`src/hdl/lsu_pkg.sv`:
```
// Load/store unit shared types: operation codes, stage payloads and RV32I constants
`default_nettype none

package lsu_pkg;

    localparam int xlen = 32;                       // Data and address width

    localparam logic [6:0] opcode_load  = 7'b0000011;
    localparam logic [6:0] opcode_store = 7'b0100011;

    // funct3 encodings shared by loads and stores
    localparam logic [2:0] f3_b  = 3'b000;
    localparam logic [2:0] f3_h  = 3'b001;
    localparam logic [2:0] f3_w  = 3'b010;
    localparam logic [2:0] f3_bu = 3'b100;          // Loads only
    localparam logic [2:0] f3_hu = 3'b101;          // Loads only

    typedef enum logic [3:0] {
        op_none = 4'd0,
        op_lb   = 4'd1,
        op_lbu  = 4'd2,
        op_lh   = 4'd3,
        op_lhu  = 4'd4,
        op_lw   = 4'd5,
        op_sb   = 4'd6,
        op_sh   = 4'd7,
        op_sw   = 4'd8
    } ls_op_e;

    typedef enum logic [1:0] {
        size_word = 2'd0,
        size_byte = 2'd1,
        size_half = 2'd2
    } ls_size_e;

    typedef struct packed {
        ls_op_e            op;
        logic [4:0]        rd;
        logic [xlen-1:0]   rs1_data;
        logic [xlen-1:0]   rs2_data;
        logic [xlen-1:0]   imm;                    // Already sign-extended
    } dec_t;

    typedef struct packed {
        ls_op_e            op;
        logic [4:0]        rd;
        logic [xlen-1:0]   addr;
        logic [xlen/8-1:0] strb;
        logic [xlen-1:0]   wdata;                  // Store data in its byte lane
        logic              misaligned;             // Access must not reach the bus
    } agen_t;

    typedef struct packed {
        logic [4:0]        rd;
        logic [xlen-1:0]   data;
    } wb_t;

endpackage

`default_nettype wire

```
`src/hdl/ls_agen.sv`:
```
// Address stage computing effective address, byte strobes, store lanes and alignment
`timescale 1ns/100ps
`default_nettype none

module ls_agen (
    input  lsu_pkg::dec_t  dec,
    output lsu_pkg::agen_t agen,
    output logic           misaligned
);
    import lsu_pkg::*;

    logic [xlen-1:0] addr;
    logic [1:0]      offset;
    ls_size_e        size;

    assign addr   = dec.rs1_data + dec.imm;
    assign offset = addr[1:0];

    always_comb begin
        case (dec.op)
            op_lb, op_lbu, op_sb: size = size_byte;
            op_lh, op_lhu, op_sh: size = size_half;
            default:              size = size_word;
        endcase
    end

    assign misaligned = ((size == size_half) && offset[0]) ||
                        ((size == size_word) && (offset != 2'b00));

    always_comb begin
        agen.op         = dec.op;
        agen.rd         = dec.rd;
        agen.addr       = addr;
        agen.misaligned = misaligned;
        case (size)
            size_byte: begin
                agen.strb  = 4'b0001 << offset;
                agen.wdata = {24'd0, dec.rs2_data[7:0]} << {offset, 3'b000};
            end
            size_half: begin
                agen.strb  = 4'b0011 << offset;    // Upper lane falls off when misaligned
                agen.wdata = {16'd0, dec.rs2_data[15:0]} << {offset, 3'b000};
            end
            default: begin
                agen.strb  = 4'b1111;
                agen.wdata = dec.rs2_data;
            end
        endcase
    end

endmodule

`default_nettype wire

```
`src/hdl/ls_decode.sv`:
```
// Load/store decoder mapping opcode and funct3 to an operation with its immediate
`timescale 1ns/100ps
`default_nettype none

module ls_decode (
    input  wire [lsu_pkg::xlen-1:0] instr,
    input  wire [lsu_pkg::xlen-1:0] rs1_data,
    input  wire [lsu_pkg::xlen-1:0] rs2_data,
    input  wire                     issue,
    output lsu_pkg::dec_t           dec,
    output logic                    dec_valid
);
    import lsu_pkg::*;

    logic [6:0]      opcode;
    logic [2:0]      funct3;
    logic [xlen-1:0] imm_i;
    logic [xlen-1:0] imm_s;
    ls_op_e          op;

    assign opcode = instr[6:0];
    assign funct3 = instr[14:12];
    assign imm_i  = {{20{instr[31]}}, instr[31:20]};
    assign imm_s  = {{20{instr[31]}}, instr[31:25], instr[11:7]};

    always_comb begin
        op = op_none;
        if (opcode == opcode_load) begin
            case (funct3)
                f3_b:    op = op_lb;
                f3_bu:   op = op_lbu;
                f3_h:    op = op_lh;
                f3_hu:   op = op_lhu;
                f3_w:    op = op_lw;
                default: op = op_none;             // Reserved load widths
            endcase
        end else if (opcode == opcode_store) begin
            case (funct3)
                f3_b:    op = op_sb;
                f3_h:    op = op_sh;
                f3_w:    op = op_sw;
                default: op = op_none;
            endcase
        end
    end

    always_comb begin
        dec.op       = op;
        dec.rd       = (opcode == opcode_load) ? instr[11:7] : 5'd0; // Stores carry imm there
        dec.rs1_data = rs1_data;
        dec.rs2_data = rs2_data;
        dec.imm      = (opcode == opcode_store) ? imm_s : imm_i;
    end

    // Unknown instructions never enter the pipeline
    assign dec_valid = issue && (op != op_none);

endmodule

`default_nettype wire

```
`src/hdl/ls_load_format.sv`:
```
// Load formatter selecting the addressed lane and extending it for writeback
`timescale 1ns/100ps
`default_nettype none

module ls_load_format (
    input  wire                      clk,
    input  wire                      rst,
    input  wire                      load_done,
    input  lsu_pkg::ls_op_e          load_op,
    input  wire [4:0]                load_rd,
    input  wire [1:0]                load_offset,
    input  wire [lsu_pkg::xlen-1:0]  mem_rdata,
    input  wire                      mem_read_ready,
    output lsu_pkg::wb_t             wb,
    output logic                     wb_en
);
    import lsu_pkg::*;

    logic [xlen-1:0] rdata_q;
    logic [xlen-1:0] lane;
    logic [xlen-1:0] ext;

    always_ff @(posedge clk) begin
        if (mem_read_ready) begin
            rdata_q <= mem_rdata;                  // Valid only in the ready cycle
        end
    end

    assign lane = rdata_q >> {load_offset, 3'b000};    // Addressed lane down to bit 0

    always_comb begin
        case (load_op)
            op_lb:   ext = {{24{lane[7]}}, lane[7:0]};
            op_lbu:  ext = {24'd0, lane[7:0]};
            op_lh:   ext = {{16{lane[15]}}, lane[15:0]};
            op_lhu:  ext = {16'd0, lane[15:0]};
            default: ext = rdata_q;                // LW
        endcase
    end

    always_ff @(posedge clk or posedge rst) begin
        if (rst) begin
            wb_en <= 1'b0;
        end else begin
            wb_en <= load_done;
        end
    end

    always_ff @(posedge clk) begin
        if (load_done) begin
            wb.rd   <= load_rd;
            wb.data <= ext;
        end
    end

endmodule

`default_nettype wire

```
`src/hdl/ls_mem_ctrl.sv`:
```
// Memory controller FSM running one access at a time on the data bus
`timescale 1ns/100ps
`default_nettype none

module ls_mem_ctrl (
    input  wire                         clk,
    input  wire                         rst,
    input  wire                         req_valid,
    input  lsu_pkg::agen_t              req,
    input  wire                         req_misaligned,
    output logic                        accept,
    output logic [lsu_pkg::xlen-1:0]    mem_addr,
    output logic [lsu_pkg::xlen-1:0]    mem_wdata,
    output logic [lsu_pkg::xlen/8-1:0]  mem_strb,
    output logic                        mem_read_en,
    output logic                        mem_write_en,
    input  wire                         mem_read_ready,
    input  wire                         mem_write_ready,
    output logic                        load_done,
    output lsu_pkg::ls_op_e             load_op,
    output logic [4:0]                  load_rd,
    output logic [1:0]                  load_offset,
    output logic                        misalign
);
    import lsu_pkg::*;

    typedef enum logic [1:0] {
        st_idle  = 2'b00,
        st_read  = 2'b01,
        st_write = 2'b10
    } state_e;

    state_e state;
    logic   is_load;
    logic   is_store;
    logic   start;

    assign accept   = (state == st_idle) && req_valid;  // Only IDLE takes an item
    assign is_load  = req.op inside {op_lb, op_lbu, op_lh, op_lhu, op_lw};
    assign is_store = req.op inside {op_sb, op_sh, op_sw};
    assign start    = accept && !req_misaligned;

    always_ff @(posedge clk or posedge rst) begin
        if (rst) begin
            state        <= st_idle;
            mem_read_en  <= 1'b0;
            mem_write_en <= 1'b0;
            load_done    <= 1'b0;
            misalign     <= 1'b0;
        end else begin
            load_done <= 1'b0;
            misalign  <= accept && req_misaligned;     // Dropped item, one pulse
            case (state)
                st_idle: begin
                    if (start && is_load) begin
                        mem_read_en <= 1'b1;
                        state       <= st_read;
                    end else if (start && is_store) begin
                        mem_write_en <= 1'b1;
                        state        <= st_write;
                    end
                end
                st_read: begin
                    if (mem_read_ready) begin
                        mem_read_en <= 1'b0;
                        load_done   <= 1'b1;       // Formatter has the data by now
                        state       <= st_idle;
                    end
                end
                st_write: begin
                    if (mem_write_ready) begin
                        mem_write_en <= 1'b0;
                        state        <= st_idle;
                    end
                end
                default: state <= st_idle;
            endcase
        end
    end

    // Bus and load context stay stable for the whole access
    always_ff @(posedge clk) begin
        if (start) begin
            mem_addr  <= req.addr;
            mem_wdata <= req.wdata;
            mem_strb  <= req.strb;
        end
        if (start && is_load) begin
            load_op     <= req.op;
            load_rd     <= req.rd;
            load_offset <= req.addr[1:0];
        end
    end

endmodule

`default_nettype wire

```
`src/hdl/ls_stage_reg.sv`:
```
// Pipeline stage register holding one item with a valid bit and stall hold
`timescale 1ns/100ps
`default_nettype none

module ls_stage_reg #(
    parameter type payload_t = logic
) (
    input  wire      clk,
    input  wire      rst,
    input  wire      in_valid,
    input  payload_t in_data,
    input  wire      advance,                      // Output consumed or stage empty
    output logic     out_valid,
    output payload_t out_data
);

    always_ff @(posedge clk or posedge rst) begin
        if (rst) begin
            out_valid <= 1'b0;
        end else if (advance) begin
            out_valid <= in_valid;                 // Drops to zero when nothing arrives
        end
    end

    always_ff @(posedge clk) begin
        if (advance && in_valid) begin
            out_data <= in_data;
        end
    end

endmodule

`default_nettype wire

```
`src/hdl/lsu_top.sv`:
```
// Load/store unit top chaining decode, stage registers, address stage, controller, formatter
`timescale 1ns/100ps
`default_nettype none

module lsu_top (
    input  wire                         clk,
    input  wire                         rst,
    input  wire                         issue,
    input  wire [lsu_pkg::xlen-1:0]     instr,
    input  wire [lsu_pkg::xlen-1:0]     rs1_data,
    input  wire [lsu_pkg::xlen-1:0]     rs2_data,
    output logic                        issue_ready,
    output logic [lsu_pkg::xlen-1:0]    mem_addr,
    output logic [lsu_pkg::xlen-1:0]    mem_wdata,
    output logic [lsu_pkg::xlen/8-1:0]  mem_strb,
    output logic                        mem_read_en,
    output logic                        mem_write_en,
    input  wire [lsu_pkg::xlen-1:0]     mem_rdata,
    input  wire                         mem_read_ready,
    input  wire                         mem_write_ready,
    output lsu_pkg::wb_t                wb,
    output logic                        wb_en,
    output logic                        misalign
);
    import lsu_pkg::*;

    dec_t       dec;
    dec_t       a_data;
    logic       dec_valid;
    logic       a_valid;
    agen_t      agen;
    agen_t      b_data;
    logic       b_valid;
    logic       b_advance;
    logic       accept;
    logic       load_done;
    ls_op_e     load_op;
    logic [4:0] load_rd;
    logic [1:0] load_offset;

    ls_decode i_decode (
        .instr, .rs1_data, .rs2_data, .issue,
        .dec, .dec_valid
    );

    // Each register advances when empty or when the next stage takes its item
    assign b_advance   = !b_valid || accept;
    assign issue_ready = !a_valid || b_advance;

    ls_stage_reg #(.payload_t(dec_t)) i_dec_reg (
        .clk, .rst,
        .in_valid  (dec_valid), .in_data  (dec),
        .advance   (issue_ready),
        .out_valid (a_valid),   .out_data (a_data)
    );

    ls_agen i_agen (
        .dec        (a_data),
        .agen       (agen),
        .misaligned ()                             // Flag travels inside the agen payload
    );

    ls_stage_reg #(.payload_t(agen_t)) i_agen_reg (
        .clk, .rst,
        .in_valid  (a_valid), .in_data  (agen),
        .advance   (b_advance),
        .out_valid (b_valid), .out_data (b_data)
    );

    ls_mem_ctrl i_mem_ctrl (
        .clk, .rst,
        .req_valid (b_valid), .req (b_data), .req_misaligned (b_data.misaligned),
        .accept,
        .mem_addr, .mem_wdata, .mem_strb, .mem_read_en, .mem_write_en,
        .mem_read_ready, .mem_write_ready,
        .load_done, .load_op, .load_rd, .load_offset,
        .misalign
    );

    ls_load_format i_load_format (
        .clk, .rst,
        .load_done, .load_op, .load_rd, .load_offset,
        .mem_rdata, .mem_read_ready,
        .wb, .wb_en
    );

endmodule

`default_nettype wire
```
`config.mk`:
```
export PLATFORM = sky130hd
export DESIGN_NAME = lsu_top
export DESIGN_NICKNAME = d
export VERILOG_FILES = /design/src/hdl/lsu_pkg.sv /design/src/hdl/ls_agen.sv /design/src/hdl/ls_decode.sv /design/src/hdl/ls_load_format.sv /design/src/hdl/ls_mem_ctrl.sv /design/src/hdl/ls_stage_reg.sv /design/src/hdl/lsu_top.sv
export SDC_FILE = /design/constraint.sdc
export NUM_CORES = 1
export LEC_CHECK = 0
export BUFFER_PORTS_ARGS = -buffer_cell sky130_fd_sc_hd__clkbuf_2
export CAP_MARGIN = 40
export CORE_UTILIZATION = 25
export DETAILED_ROUTE_END_ITERATION = 10
export SETUP_SLACK_MARGIN = 0.3
export SLEW_MARGIN = 20
export SYNTH_ARGS = -nofsm -noshare
export SYNTH_HDL_FRONTEND = slang
export SYNTH_SLANG_ARGS = --single-unit
```
`constraint.sdc`:
```
create_clock -name clk -period 11.6 [get_ports clk]
set_input_delay 1.16 -clock clk [delete_from_list [all_inputs] [get_ports clk]]
set_output_delay 1.16 -clock clk [all_outputs]
set_load 0.01 [all_outputs]
```
[Word-level counts from Yosys, hierarchy flattened]
Index checks and enable logic that the tools add are counted.
Storage, ports and cells
  register bits after elaboration: 320
  bits of input ports: 133
  word-level logic and storage cells: 120
Cells by class
  add/sub/neg operators: 1
  eq/ne operators: 34
  shift operators: 5
  multiplexer cells: 22
  reductions and logical operators: 30
Operator list (count)
  32-bit case mux with 4 select lines: 1
  36-bit case mux with 2 select lines: 1
  32-bit adder: 1
  4-bit by 3-bit equality test with 1-bit output, second input constant: 8
  16-bit by 5-bit << shifter with 32-bit output: 1
  8-bit by 5-bit << shifter with 32-bit output: 1
  32-bit by 5-bit >> shifter with 16-bit output: 1
  4-bit by 2-bit equality test with 1-bit output, second input constant: 6
  3-bit case mux with 5 select lines: 1
  4-bit by 1-bit equality test with 1-bit output, second input constant: 3
  4-bit case mux with 3 select lines: 1
  1-bit logical AND: 10
  2-bit inequality test, second input constant: 5
  2-bit 2-to-1 mux: 4
  4-bit 2-to-1 mux: 2
  7-bit by 2-bit equality test with 1-bit output, second input constant: 1
  7-bit by 6-bit equality test with 1-bit output, second input constant: 1
  1-bit 2-to-1 mux: 7
  3-bit equality test, second input constant: 2
  2-bit case mux with 3 select lines: 1
  3-bit AND reduction: 2
  2-bit nonzero test: 3
  3-bit OR reduction: 2
  5-bit 2-to-1 mux: 1
  other kinds (18): 26

[Longest topological paths before layout]
Gate-level depths: netlist of the first run.
  depth in word-level cells: 7
  depth in mapped cells: 10

[By module]
Synthesis of the first run repeated with hierarchy kept, for this count alone.
Second synthesis, totals
  cells, all modules: 961
  area, all modules: 14657.8 um2
Modules (own cells, without submodules)
  ls_stage_reg at i_dec_reg: instances 1, cells an instance 109, area each 3204.3 um2, seq. area each 3178.0 um2
  ls_load_format: instances 1, cells an instance 180, area each 3061.7 um2, seq. area each 2097.0 um2
  ls_mem_ctrl: instances 1, cells an instance 106, area each 2655.0 um2, seq. area each 2522.4 um2
  ls_stage_reg at i_agen_reg: instances 1, cells an instance 82, area each 2393.5 um2, seq. area each 2367.3 um2
  ls_agen: instances 1, cells an instance 359, area each 2371.0 um2, seq. area each 0.0 um2
  ls_decode: instances 1, cells an instance 123, area each 958.4 um2, seq. area each 0.0 um2
  lsu_top: instances 1, cells an instance 2, area each 13.8 um2, seq. area each 0.0 um2

[Worst setup path after synthesis of the first run]
No wires, ideal clock.
  kind: reg-to-reg
  start point: register i_mem_ctrl.state[1]
  end point: register i_mem_ctrl.load_offset[0] (enable)
  library setup time: 368 ps
  data arrival time: 8739 ps
  data required time: 11232 ps
  path slack: 2493 ps
  stages on the path, launching flop included: 4
  buffers on the path: 0
  cells stage by stage: dfrtp_1 nor4b_1 nand3b_1 inv_1
On the way
  cells in the longest elaborated chain, start to end: 4
Ends and longest elaborated chain
  start, declared: line ls_mem_ctrl.sv:33  | state_e state;
  start signal, assigned: line ls_mem_ctrl.sv:45  | state <= st_idle;
  start signal, assigned: line ls_mem_ctrl.sv:57  | state <= st_read;
  start signal, assigned: line ls_mem_ctrl.sv:60  | state <= st_write;
  2-bit logical NOT: line ls_mem_ctrl.sv:38  | assign accept = (state == st_idle) && req_valid;
  1-bit logical AND: line ls_mem_ctrl.sv:38
  1-bit logical AND: line ls_mem_ctrl.sv:41  | assign start = accept && !req_misaligned;
  net i_mem_ctrl.start: line ls_mem_ctrl.sv:36  | logic start;
  1-bit logical AND: line ls_mem_ctrl.sv:88  | if (start && is_load) begin
  end signal, assigned: line ls_mem_ctrl.sv:91  | load_offset <= req.addr[1:0];
  end, declared: line ls_mem_ctrl.sv:22  | output logic [1:0] load_offset,
The timed path passes the listed nets, and every way through them passes these cells.
A chain may end at the register's enable or synchronous reset.

[Worst setup path after layout of the first run]
  start point: input instr[3] in the netlist's numbering
  end point: register i_dec_reg.out_data[51] in the netlist's numbering (enable)
On the way
  cells in the longest elaborated chain, start to end: 6
Ends and longest elaborated chain
  start, declared: line lsu_top.sv:9  | input wire [lsu_pkg::xlen-1:0] instr,
  7-bit by 6-bit equality test with 1-bit output: line ls_decode.sv:37  | end else if (opcode == opcode_store) begin
  4-bit 2-to-1 mux: line ls_decode.sv:37
  4-bit 2-to-1 mux (*): line ls_decode.sv:28  | if (opcode == opcode_load) begin
  4-bit nonzero test (*): line ls_decode.sv:56  | assign dec_valid = issue && (op != op_none);
  1-bit logical AND (*): line ls_decode.sv:56
  1-bit logical AND (*): line ls_stage_reg.sv:26  | if (advance && in_valid) begin
  end signal, assigned: line ls_stage_reg.sv:27  | out_data <= in_data;
  end, declared: line ls_stage_reg.sv:14  | output payload_t out_data
Every way passes the cells marked *; elsewhere a longest branch is shown, timed or not.

==> impl_metrics.json, run 1 <==
{
  "hold_viol_final": 0,
  "synth_nets": 1004,
  "tritoncts": "built",
  "routabilityCongestion": 0.8977,
  "core_area_um2": 50580,
  "dr.pass1.iters": 5,
  "cts_hold_buf": 0,
  "wl_per_cell_um": 17.44,
  "post_cts_buffers": 0,
  "yosysSeqAreaShare_pct": 73.97,
  "antenna_left": 0,
  "insertion_delay_ns": 0.55,
  "yosys-top-cells-count": "edfxtp_1, nand2_1, o21ai_0",
  "multi_input_area_um2": 3232,
  "ir_drop_uv": 85.20,
  "p_seq_share_pct": 49.6,
  "finalSetupViolations": 0,
  "portBuffers": 237,
  "final_area_um2": 16320,
  "die_area_um2": 52630,
  "clkSinkCount": 320,
  "p_leak_uw": 0.005965,
  "area_delta_synth_final_pct": 26.24,
  "fp.dieW_um": 229.4,
  "synth.most_common_cell": "edfxtp_1",
  "routed_wl_um": 31410,
  "crit_path_start_kind": "input port",
  "syn_avg_cell_area_um2": 15.45,
  "grt_use_total_pct": 11.64,
  "rsz0062_at_grt": "no",
  "critPathBufInv": 3,
  "nFillCells": 4997,
  "cts_root_buf": "clkbuf_16",
  "yosysUniqueCellTypes": 60,
  "cts.htree.levels": 2,
  "vias_per_cell": 4.446,
  "grt.overflow.total": 0,
  "yosys_warnings": 0,
  "r2r_slack_ns": 8.60,
  "synthArstFlopShare_pct": 2.813,
  "syn_area_um2": 12930,
  "endpoint_kind": "flop",
  "skew_ns": 0.01728,
  "max_freq_mhz": 311.2,
  "path_cells": "clkbuf_2, nor4_1, and3_1, o211ai_1, a21oi_4, buf_4, buf_12",
  "tightest_slew_ns": 0.7455,
  "powerDensity_nw_per_um2": 157.9,
  "ios": 243,
  "p_switching_uw": 519.9,
  "place_area_um2": 14970,
  "layout-drive-gt1-share_pct": 29.61,
  "hp-class": "flop to flop",
  "ctsLongestPathBuffers": 3,
  "fin_nets": 1266,
  "clkTransAtPathRegs_ns": 0.06,
  "synth.top_cell.area_share_pct": 72.23,
  "tns_ns": 0,
  "maxSlewViolCount": 0,
  "slowest_stage": "a21oi_4",
  "grt_pass1_vias": 7926,
  "combPwrFrac_pct": 2.2,
  "fin_crit_ns": 3.213,
  "vias": 8008,
  "slowest_delay_ns": 0.63,
  "path_class": "input port to flop",
  "synth_seq_cells": 320,
  "drc": 0,
  "cp_top_family": "buffers and inverters",
  "start_util_pct": 25.56,
  "finalCoreUtilization_pct": 32.27,
  "ff_latch_area_um2": 9564,
  "fp-row-count": 82,
  "grt_pass1_wl_um": 46240,
  "switching_share_pct": 20.17,
  "internal-power_uw": 2058,
  "numCtsBuffers": 38,
  "drtIter0Drc": 542,
  "synthFlopType": "edfxtp_1",
  "crit_required_ns": 11.83,
  "p_clk_share_pct": 48.2,
  "yosys.area.top_type": "edfxtp_1",
  "die_h_um": 229.4,
  "ctsResizeCount": 0,
  "synthTopCellsByArea": "edfxtp_1, ha_1, o21ai_0",
  "finalCritPeriodShare_pct": 27.70,
  "slew_headroom_pct": 50.12,
  "crit_fanout": 33,
  "hpwl_um": 21920,
  "drv_cap": 0,
  "status": "completed",
  "synth_enable_flop_cells": 311,
  "syn-instance-count": 837,
  "grt_max_degree": 65,
  "crit_arrival_ns": 3.44,
  "antenna_found_initial": 11
}
## cell usage in the layout, fill, tap and decap left out, drive strengths merged, types with 14 or more instances in the layout
cell	synthesis	routed
o21ai	59	59
clkbuf	24	283
ha	33	33
a22oi	23	23
clkinv	0	14
a31oi	14	14
nor2b	20	20
nand2	64	64
nand2b	18	18
a21o	28	28
a21oi	46	46
xnor2	19	19
edfxtp	311	311
nor2	34	34
## registers in the layout, summed over array words and instances (netlist names)
signal	cells
i_dec_reg.out_data	85
i_agen_reg.out_data	78
i_load_format.wb	37
i_load_format.rdata_q	32
i_mem_ctrl.mem_addr	32
i_mem_ctrl.mem_wdata	32
i_mem_ctrl.load_rd	5
i_mem_ctrl.load_op	4
i_mem_ctrl.mem_strb	4
i_mem_ctrl.load_offset	2
i_mem_ctrl.state	2
i_agen_reg.out_valid	1
i_dec_reg.out_valid	1
i_load_format.wb_en	1
i_mem_ctrl.load_done	1
i_mem_ctrl.mem_read_en	1
i_mem_ctrl.mem_write_en	1
i_mem_ctrl.misalign	1
## final timing paths
path / from / endpoint / depth (start not counted)
max in group asynchronous: rst / i_dec_reg.out_valid$_DFFE_PP0P_ / 2
max: instr[3] / i_dec_reg.out_data[51]$_DFFE_PP_ / 7
min reg2reg: i_agen_reg.out_data[59]$_DFFE_PP_ / i_mem_ctrl.mem_addr[22]$_DFFE_PP_ / 0
min in group asynchronous: rst / i_mem_ctrl.load_done$_DFF_PP0_ / 2
min: i_agen_reg.out_data[59]$_DFFE_PP_ / i_mem_ctrl.mem_addr[22]$_DFFE_PP_ / 0
max reg2reg: i_dec_reg.out_data[0]$_DFFE_PP_ / i_agen_reg.out_data[65]$_DFFE_PP_ / 10
## power by group through the flow
stage	Combinational, uW	Sequential (uW)	Clock, uW
finish	55.5	1280	1240
global route	61.5	1280	1330
CTS	55.8	1280	1290
detailed placement	55.1	1300	0
global placement	52.7	1300	0
floorplan	22.5	1300	0
## final cells by class
| type | count | share of cell area (%) |
|---|---|---|
| flip-flops and latches | 320 | 58.59 |
| inverters | 11 | 0.2530 |
| diodes | 1 | 0.01533 |
| well taps | 672 | 5.151 |
| clock buffers | 46 | 6.140 |
| repair buffers | 250 | 8.179 |
| multi-input cells | 478 | 19.80 |
| clock inverters | 23 | 1.870 |
## stage by stage
stage               hold slack (ns)  total power, uW  setup WS [ns]  std cells
floorplan                    0.4003             1323          2.493        837
global placement             0.4004             1356          7.671       1726
detailed placement           0.4045             1358          7.615       1728
CTS                          0.4071             2624          8.218       1797
global route                 0.4085             2668          8.056       1800
finish                       0.4091             2578          8.387       1801
## metal layers
metal | global-route usage, % | share of wire [%] | up-vias
met5 | 0 | 0.43 | -
met4 | 5.313 | 3.8 | 20
met3 | 4.283 | 8.6 | 94
met2 | 19.35 | 48 | 318
met1 | 13.28 | 40 | 3805
li1 | - | - | 3771
## cells by family (layout without fill, tap and decap cells)
kind of cell,after synthesis,after routing,share of synthesized area (%)
flip-flops,320,320,73.97
multiplexers,15,15,1.287
AO/OA/AOI/OAI,220,220,11.29
adder cells (fa/ha/maj),34,34,3.348
AND/OR/NAND/NOR,179,179,6.880
buffers and inverters,39,330,1.190
other,0,1,0
XOR/XNOR,30,30,2.032
Power figures use the tool's default switching activity.
==> inputs of run 2 (changes only) <==
--- a/config.mk
+++ b/config.mk
@@ -5,6 +5,7 @@
 export SDC_FILE = /design/constraint.sdc
 export NUM_CORES = 1
 export LEC_CHECK = 0
+export ABC_AREA = 1
 export BUFFER_PORTS_ARGS = -buffer_cell sky130_fd_sc_hd__clkbuf_2
 export CAP_MARGIN = 40
 export CORE_UTILIZATION = 25
==> constraint.sdc (replaced) <==
create_clock -name clk -period 2.7 [get_ports clk]
set_input_delay 0.27 -clock clk [delete_from_list [all_inputs] [get_ports clk]]
set_output_delay 0.27 -clock clk [all_outputs]
set_load 0.01 [all_outputs]
==> run 2 against run 1 <==
  * Worst setup slack got worse by 8.0 ns
  * Final area rose by 14%
  * Sequential share of layout area fell by 7.0 points
  * Sequential power rose to 4.3 times the previous value
  * Critical path depth rose by 4
  * First-iteration DRC count fell by 6.1%
  * Critical path type is now flop to flop
  * Largest cell class unchanged
==> impl_metrics.json, run 2 <==
{
  "status": "completed",
  "finalCritPeriodShare_pct": 84.38,
  "crit_required_ns": 2.99,
  "die_h_um": 237.5,
  "synth.top_cell.area_share_pct": 67.36,
  "cts.htree.levels": 2,
  "crit_arrival_ns": 2.57,
  "numCtsBuffers": 39,
  "routed_wl_um": 36320,
  "place_area_um2": 16170,
  "finalCoreUtilization_pct": 34.13,
  "antenna_found_initial": 1,
  "die_area_um2": 56400,
  "drv_cap": 0,
  "fp.dieW_um": 237.5,
  "grt_max_degree": 69,
  "dp_cells": 2200,
  "post_cts_buffers": 0,
  "wl_per_cell_um": 15.27,
  "finalSetupViolations": 0,
  "rsz0062_at_grt": "no",
  "synth_nets": 1391,
  "path_class": "flop to flop",
  "hpwl_um": 26870,
  "vias_per_cell": 4.138,
  "fp-row-count": 85,
  "maxSlewViolCount": 0,
  "cts_root_buf": "clkbuf_16",
  "top_register": "i_dec_reg.out_data",
  "internal-power_uw": 8868,
  "slew_headroom_pct": 65.10,
  "p_clk_share_pct": 47.0,
  "ff_latch_area_um2": 9564,
  "dr.pass1.iters": 5,
  "vias": 9839,
  "start_util_pct": 25.51,
  "powerDensity_nw_per_um2": 604.6,
  "reg_top3": "i_dec_reg.out_data x85, i_agen_reg.out_data x78, i_load_format.wb x37",
  "routabilityCongestion": 0.9370,
  "clkTransAtPathRegs_ns": 0.06,
  "layout-drive-gt1-share_pct": 22.79,
  "tritoncts": "built",
  "synth.most_common_cell": "edfxtp_1",
  "endpoint_kind": "flop",
  "final_area_um2": 18550,
  "grt_use_total_pct": 12.75,
  "max_freq_mhz": 439.0,
  "grt_pass1_vias": 10064,
  "grt_pass1_wl_um": 54700,
  "drc": 0,
  "fin_crit_ns": 2.278,
  "stdcell_count": 2378,
  "switching_share_pct": 20.91,
  "largest_reg_flops": 85,
  "fin_nets": 1775,
  "core_area_um2": 54350,
  "syn_area_um2": 13860,
  "antenna_left": 0,
  "ir_drop_uv": 385.8,
  "yosysUniqueCellTypes": 38,
  "hold_slack_ns": 0.05012,
  "p_leak_uw": 0.007715,
  "tightest_slew_ns": 0.5235,
  "multi_input_area_um2": 3513,
  "skew_ns": 0.02934,
  "insertion_delay_ns": 0.55,
  "p_switching_uw": 2344,
  "synth_enable_flop_cells": 311,
  "yosys_warnings": 0,
  "grt.overflow.total": 0,
  "synth_seq_cells": 320,
  "hold_viol_final": 0,
  "ctsLongestPathBuffers": 3,
  "syn_avg_cell_area_um2": 11.33,
  "synthArstFlopShare_pct": 2.813,
  "hp-class": "input port to flop",
  "syn-instance-count": 1224,
  "portBuffers": 237,
  "yosys-top-cells-count": "edfxtp_1, nand2_1, inv_1",
  "synthTopCellsByArea": "edfxtp_1, nand2_1, inv_1",
  "crit_fanout": 4,
  "p_seq_share_pct": 49.1,
  "yosys.area.top_type": "edfxtp_1",
  "drtIter0Drc": 509,
  "final_cell_mix": "edfxtp_1, nand2_1, clkbuf_2",
  "crit_path_start_kind": "flop",
  "combPwrFrac_pct": 4.0,
  "final_common_cell": "edfxtp_1",
  "power_uw": 11210,
  "ios": 243,
  "area_delta_synth_final_pct": 33.78,
  "clkSinkCount": 320,
  "yosysSeqAreaShare_pct": 68.99,
  "synthFlopType": "edfxtp_1",
  "nFillCells": 5455
}
==> run 2: cell types whose count changed after synthesis, sizes merged, moves of 15 or more <==
cell and change:
a21o -27, a22oi -15, clkbuf -15, inv +196, nand2 +243, nand2b -18
nand3 +34, nor2 +37, nor2b -20, o21ai +43, xnor2 -17
==> run 2: worst max-delay path, cell delays in order, from the launching register on <==
cell      delay [ns]
edfxtp_1        0.32
ha_1            0.25
inv_1           0.08
fa_1            0.41
inv_1           0.14
nand3_1         0.08
nand3_1         0.20
nand2_1         0.09
nand2_1         0.15
nand2_1         0.12
nand3_1         0.10
nand2_1         0.05
==> run 2: metal layers <==
layer / up-vias / routed length, um / GRT usage (%)
met4: 0 / 1417 / 5.494
met3: 77 / 1870 / 2.578
met2: 269 / 18480 / 23.07
li1: 4899 / - / -
met5: - / 0 / 0
met1: 4594 / 14560 / 14.50
==> run 2: path summary, 6_finish.rpt <==
path	start	to	slack [ns]	cells after the start
worst max-delay path	i_dec_reg.out_data[0]$_DFFE_PP_	i_agen_reg.out_data[65]$_DFFE_PP_	0.42	11
worst min-delay path	instr[9]	i_dec_reg.out_data[98]$_SDFFCE_PN0P_	0.05	3
worst max register to register	i_dec_reg.out_data[0]$_DFFE_PP_	i_agen_reg.out_data[65]$_DFFE_PP_	0.42	11
worst min register to register	i_agen_reg.out_data[40]$_DFFE_PP_	i_mem_ctrl.mem_addr[3]$_DFFE_PP_	0.41	0
max in group asynchronous	rst	i_load_format.wb_en$_DFF_PP0_	2.12	3
min in group asynchronous	rst	i_mem_ctrl.state[0]$_DFFE_PP0P_	0.26	3
==> run 2: what timing repair did <==
item | in CTS | in global routing
hold buffers | 106 | 0
endpoints found under the hold margin | 114 | 0
resized for setup | 1 | 2
pin swaps | 0 | 0
endpoints found under the setup margin | 5 | 12
gates cloned | 0 | 0
==> run 2: metrics by stage <==
stage          TNS (ns)  worst slack, ns
4_1_cts               0           0.3392
3_3_place_gp          0           0.4138
5_1_grt               0           0.3097
6_report              0           0.4219
2_1_floorplan    -4.807          -0.4121
3_5_place_dp          0           0.2829
==> run 2: logic make-up (layout without fill, tap and decap cells) <==
group                      count (synthesis)  count (layout)  synth area share [%]
buffers and inverters                    224             637                 6.200
other                                      0               2                     0
xor gates and xnor gates                  16              16                 1.011
AOI/OAI and AO/OA                        182             182                 7.166
and+or+nand+nor                          448             448                 13.51
DFF                                      320             320                 68.99
adders and majority gates                 34              34                 3.123
==> run 2: layout make-up <==
cell class,instances,area share [%]
antenna,2,0.02699
tap,739,4.986
sequential,320,51.57
clock buffer,41,5.303
clock inverter,29,1.687
inverter,208,4.210
timing repair buffer,359,13.28
multi-input combinational,680,18.94
==> run 2: power groups by stage <==
stage | Combinational (uW) | Clock (uW) | Sequential [uW]
detailed placement | 320 | 0 | 5600
finish | 445 | 5260 | 5500
floorplan | 139 | 0 | 5600
CTS | 448 | 5440 | 5500
global placement | 310 | 0 | 5610
global route | 487 | 5630 | 5500
==> inputs of run 3 (changes only) <==
--- a/config.mk
+++ b/config.mk
@@ -5,7 +5,7 @@
 export SDC_FILE = /design/constraint.sdc
 export NUM_CORES = 1
 export LEC_CHECK = 0
-export ABC_AREA = 1
+export ABC_AREA = 0
 export BUFFER_PORTS_ARGS = -buffer_cell sky130_fd_sc_hd__clkbuf_2
 export CAP_MARGIN = 40
 export CORE_UTILIZATION = 25
==> constraint.sdc (replaced) <==
create_clock -name clk -period 1.9 [get_ports clk]
set_input_delay 0.19 -clock clk [delete_from_list [all_inputs] [get_ports clk]]
set_output_delay 0.19 -clock clk [all_outputs]
set_load 0.01 [all_outputs]
==> run 3 against run 2 <==
  * The flow now finishes with violations (setup timing)
  * Wire length up 5.4%
  * Clock skew shrank 0.0025 ns
  * Largest power group unchanged
  * First-iteration DRC count rose by 11%
  * Via count is 5.2% lower
  * Count of clock-buffer cells in the layout stayed put
  * Register-to-register slack got worse by 0.91 ns
==> impl_metrics.json, run 3 (synthesis gave the netlist of run 1 again) <==
{
  "fin_crit_ns": 2.388,
  "skew_ns": 0.02688,
  "drc": 0,
  "rsz0062_at_grt": "yes",
  "vias_per_cell": 4.410,
  "rr_worst_depth": 9,
  "fin_nets": 1582,
  "endpoint": "i_agen_reg.out_data[55]$_DFFE_PP_",
  "die_h_um": 229.4,
  "maxSlewViolCount": 0,
  "status": "complete, but fails checks",
  "reg_top3": "i_dec_reg.out_data x85, i_agen_reg.out_data x78, i_load_format.wb x37",
  "largest_reg_flops": 85,
  "die_area_um2": 52630,
  "layout-drive-gt1-share_pct": 47.36,
  "post-place-ws_ns": -0.5452,
  "finalCoreUtilization_pct": 40.94,
  "tightest_slew_ns": 0.4871,
  "finalSetupViolations": 47,
  "crit_required_ns": 2.19,
  "r2r_slack_ns": -0.49,
  "insertedDiodeCount": 0,
  "fp-row-count": 82,
  "grt_use_total_pct": 13.10,
  "grt_pass1_wl_um": 52490,
  "area_delta_synth_final_pct": 60.14,
  "ir_drop_uv": 498.3,
  "p_leak_uw": 0.007841,
  "clkSinkCount": 320,
  "final_cell_mix": "edfxtp_1, clkbuf_2, buf_4",
  "violations": "setup timing",
  "numCtsBuffers": 36,
  "powerDensity_nw_per_um2": 770.9,
  "grt.overflow.total": 0,
  "hpwl_um": 22850,
  "wl_per_cell_um": 18.11,
  "portBuffers": 237,
  "crit_fanout": 3,
  "hold_slack_ns": 0.05389,
  "vias": 9323,
  "slowest_delay_ns": 0.42,
  "dr.pass1.iters": 4,
  "slowest_stage": "edfxtp_1",
  "grt_pass1_vias": 9286,
  "core_area_um2": 50580,
  "ios": 243,
  "cts_root_buf": "clkbuf_16",
  "top_register": "i_dec_reg.out_data",
  "antenna_left": 0,
  "slew_headroom_pct": 67.53,
  "drv_cap": 0,
  "fp.dieW_um": 229.4,
  "path_class": "flop to flop",
  "finalCritPeriodShare_pct": 125.7,
  "crit_path_start_kind": "flop",
  "hold_viol_final": 0,
  "r2r-start": "i_dec_reg.out_data[5]$_DFFE_PP_",
  "setup_slack_ns": -0.4877,
  "ctsLongestPathBuffers": 3,
  "tritoncts": "built",
  "clkTransAtPathRegs_ns": 0.06,
  "antenna_found_initial": 3,
  "routed_wl_um": 38270,
  "hp-class": "input port to flop",
  "insertion_delay_ns": 0.55,
  "start_util_pct": 25.56,
  "max_freq_mhz": 418.8,
  "drtIter0Drc": 564,
  "routabilityCongestion": 0.8142,
  "setup.worst_path.start": "i_dec_reg.out_data[5]$_DFFE_PP_",
  "path_cells": "ha_4, a21o_1, a211o_1, o21ai_4, a41oi_4, buf_4, buf_6, a21boi_2, xnor2_2",
  "cts.htree.levels": 2,
  "endpoint_kind": "flop",
  "final_common_cell": "edfxtp_1",
  "grt_max_degree": 26,
  "r2r_end": "i_agen_reg.out_data[55]$_DFFE_PP_",
  "crit_arrival_ns": 2.68
}
-- run 3: routing by layer --
layer / vias to the layer above / global-route usage, % / share of wire (%)
met2: 293 / 23.47 / 52
met5: - / 0 / 0.091
met3: 82 / 3.250 / 5.2
met4: 6 / 5.542 / 3.0
met1: 4530 / 14.69 / 40
li1: 4412 / - / -
-- run 3: area by class of cell --
class | instances | area (um2)
clock inverters | 24 | 344.1
inverters | 11 | 51.30
repair inverters | 1 | 7.507
fillers | 4588 | 29870
repair buffers | 566 | 4767
well taps | 672 | 840.8
multi-input cells | 479 | 4188
flip-flops and latches | 320 | 9567
clock buffers | 41 | 940.9
-- run 3: worst min path at each step --
| stage | from | to | slack (ns) | cells after the start |
|---|---|---|---|---|
| 6_report | instr[12] | i_dec_reg.out_data[101]$_DFFE_PP_ | 0.05 | 2 |
| 5_1_grt | instr[12] | i_dec_reg.out_data[101]$_DFFE_PP_ | 0.02 | 2 |
| 4_1_cts | instr[14] | i_dec_reg.out_data[101]$_DFFE_PP_ | 0.009 | 2 |
| 3_5_place_dp | rst | i_mem_ctrl.mem_read_en$_DFFE_PP0P_ | 0.16 | 2 |
| 3_3_place_gp | rst | i_mem_ctrl.mem_read_en$_DFFE_PP0P_ | 0.16 | 2 |
| 2_1_floorplan | rst | i_agen_reg.out_valid$_DFFE_PP0N_ | 0.02 | 1 |
-- run 3: repair_timing --
item | in CTS | in global routing
hold endpoints to repair | 125 | 0
gates resized for setup | 103 | 94
pin swaps | 39 | 54
setup buffers | 24 | 32
setup endpoints to repair | 205 | 271
cloned | 8 | 24
hold buffers | 117 | 0
-- run 3: report_power, final --
group | leakage (uW) | total (uW) | internal, uW | switching, uW
sequential | 0.00283 | 7820 | 7770 | 49.6
clock | 0.000623 | 7500 | 4560 | 2940
combinational | 0.00439 | 648 | 403 | 245
-- run 3: critical path: cells and delay by family (launching register included) --
kind            cells  cell delay, ns
flops               1            0.42
fa+ha+maj           1            0.26
buf+inv             2            0.28
compound gates      5            1.05
xor+xnor            1            0.12
-- run 3: stage by stage --
| stage | area (um2) | setup TNS (ns) | std cells | power (uW) |
|---|---|---|---|---|
| final | 20710 | -10.17 | 2114 | 15960 |
| after global routing | 20710 | -15.57 | 2114 | 16480 |
| after CTS | 19520 | -9.910 | 2058 | 16150 |
| after detailed placement | 16240 | -10.76 | 1844 | 8338 |
| after global placement | 16220 | -17.50 | 1842 | 8333 |
| after floorplan | 13390 | -183.61 | 837 | 8091 |
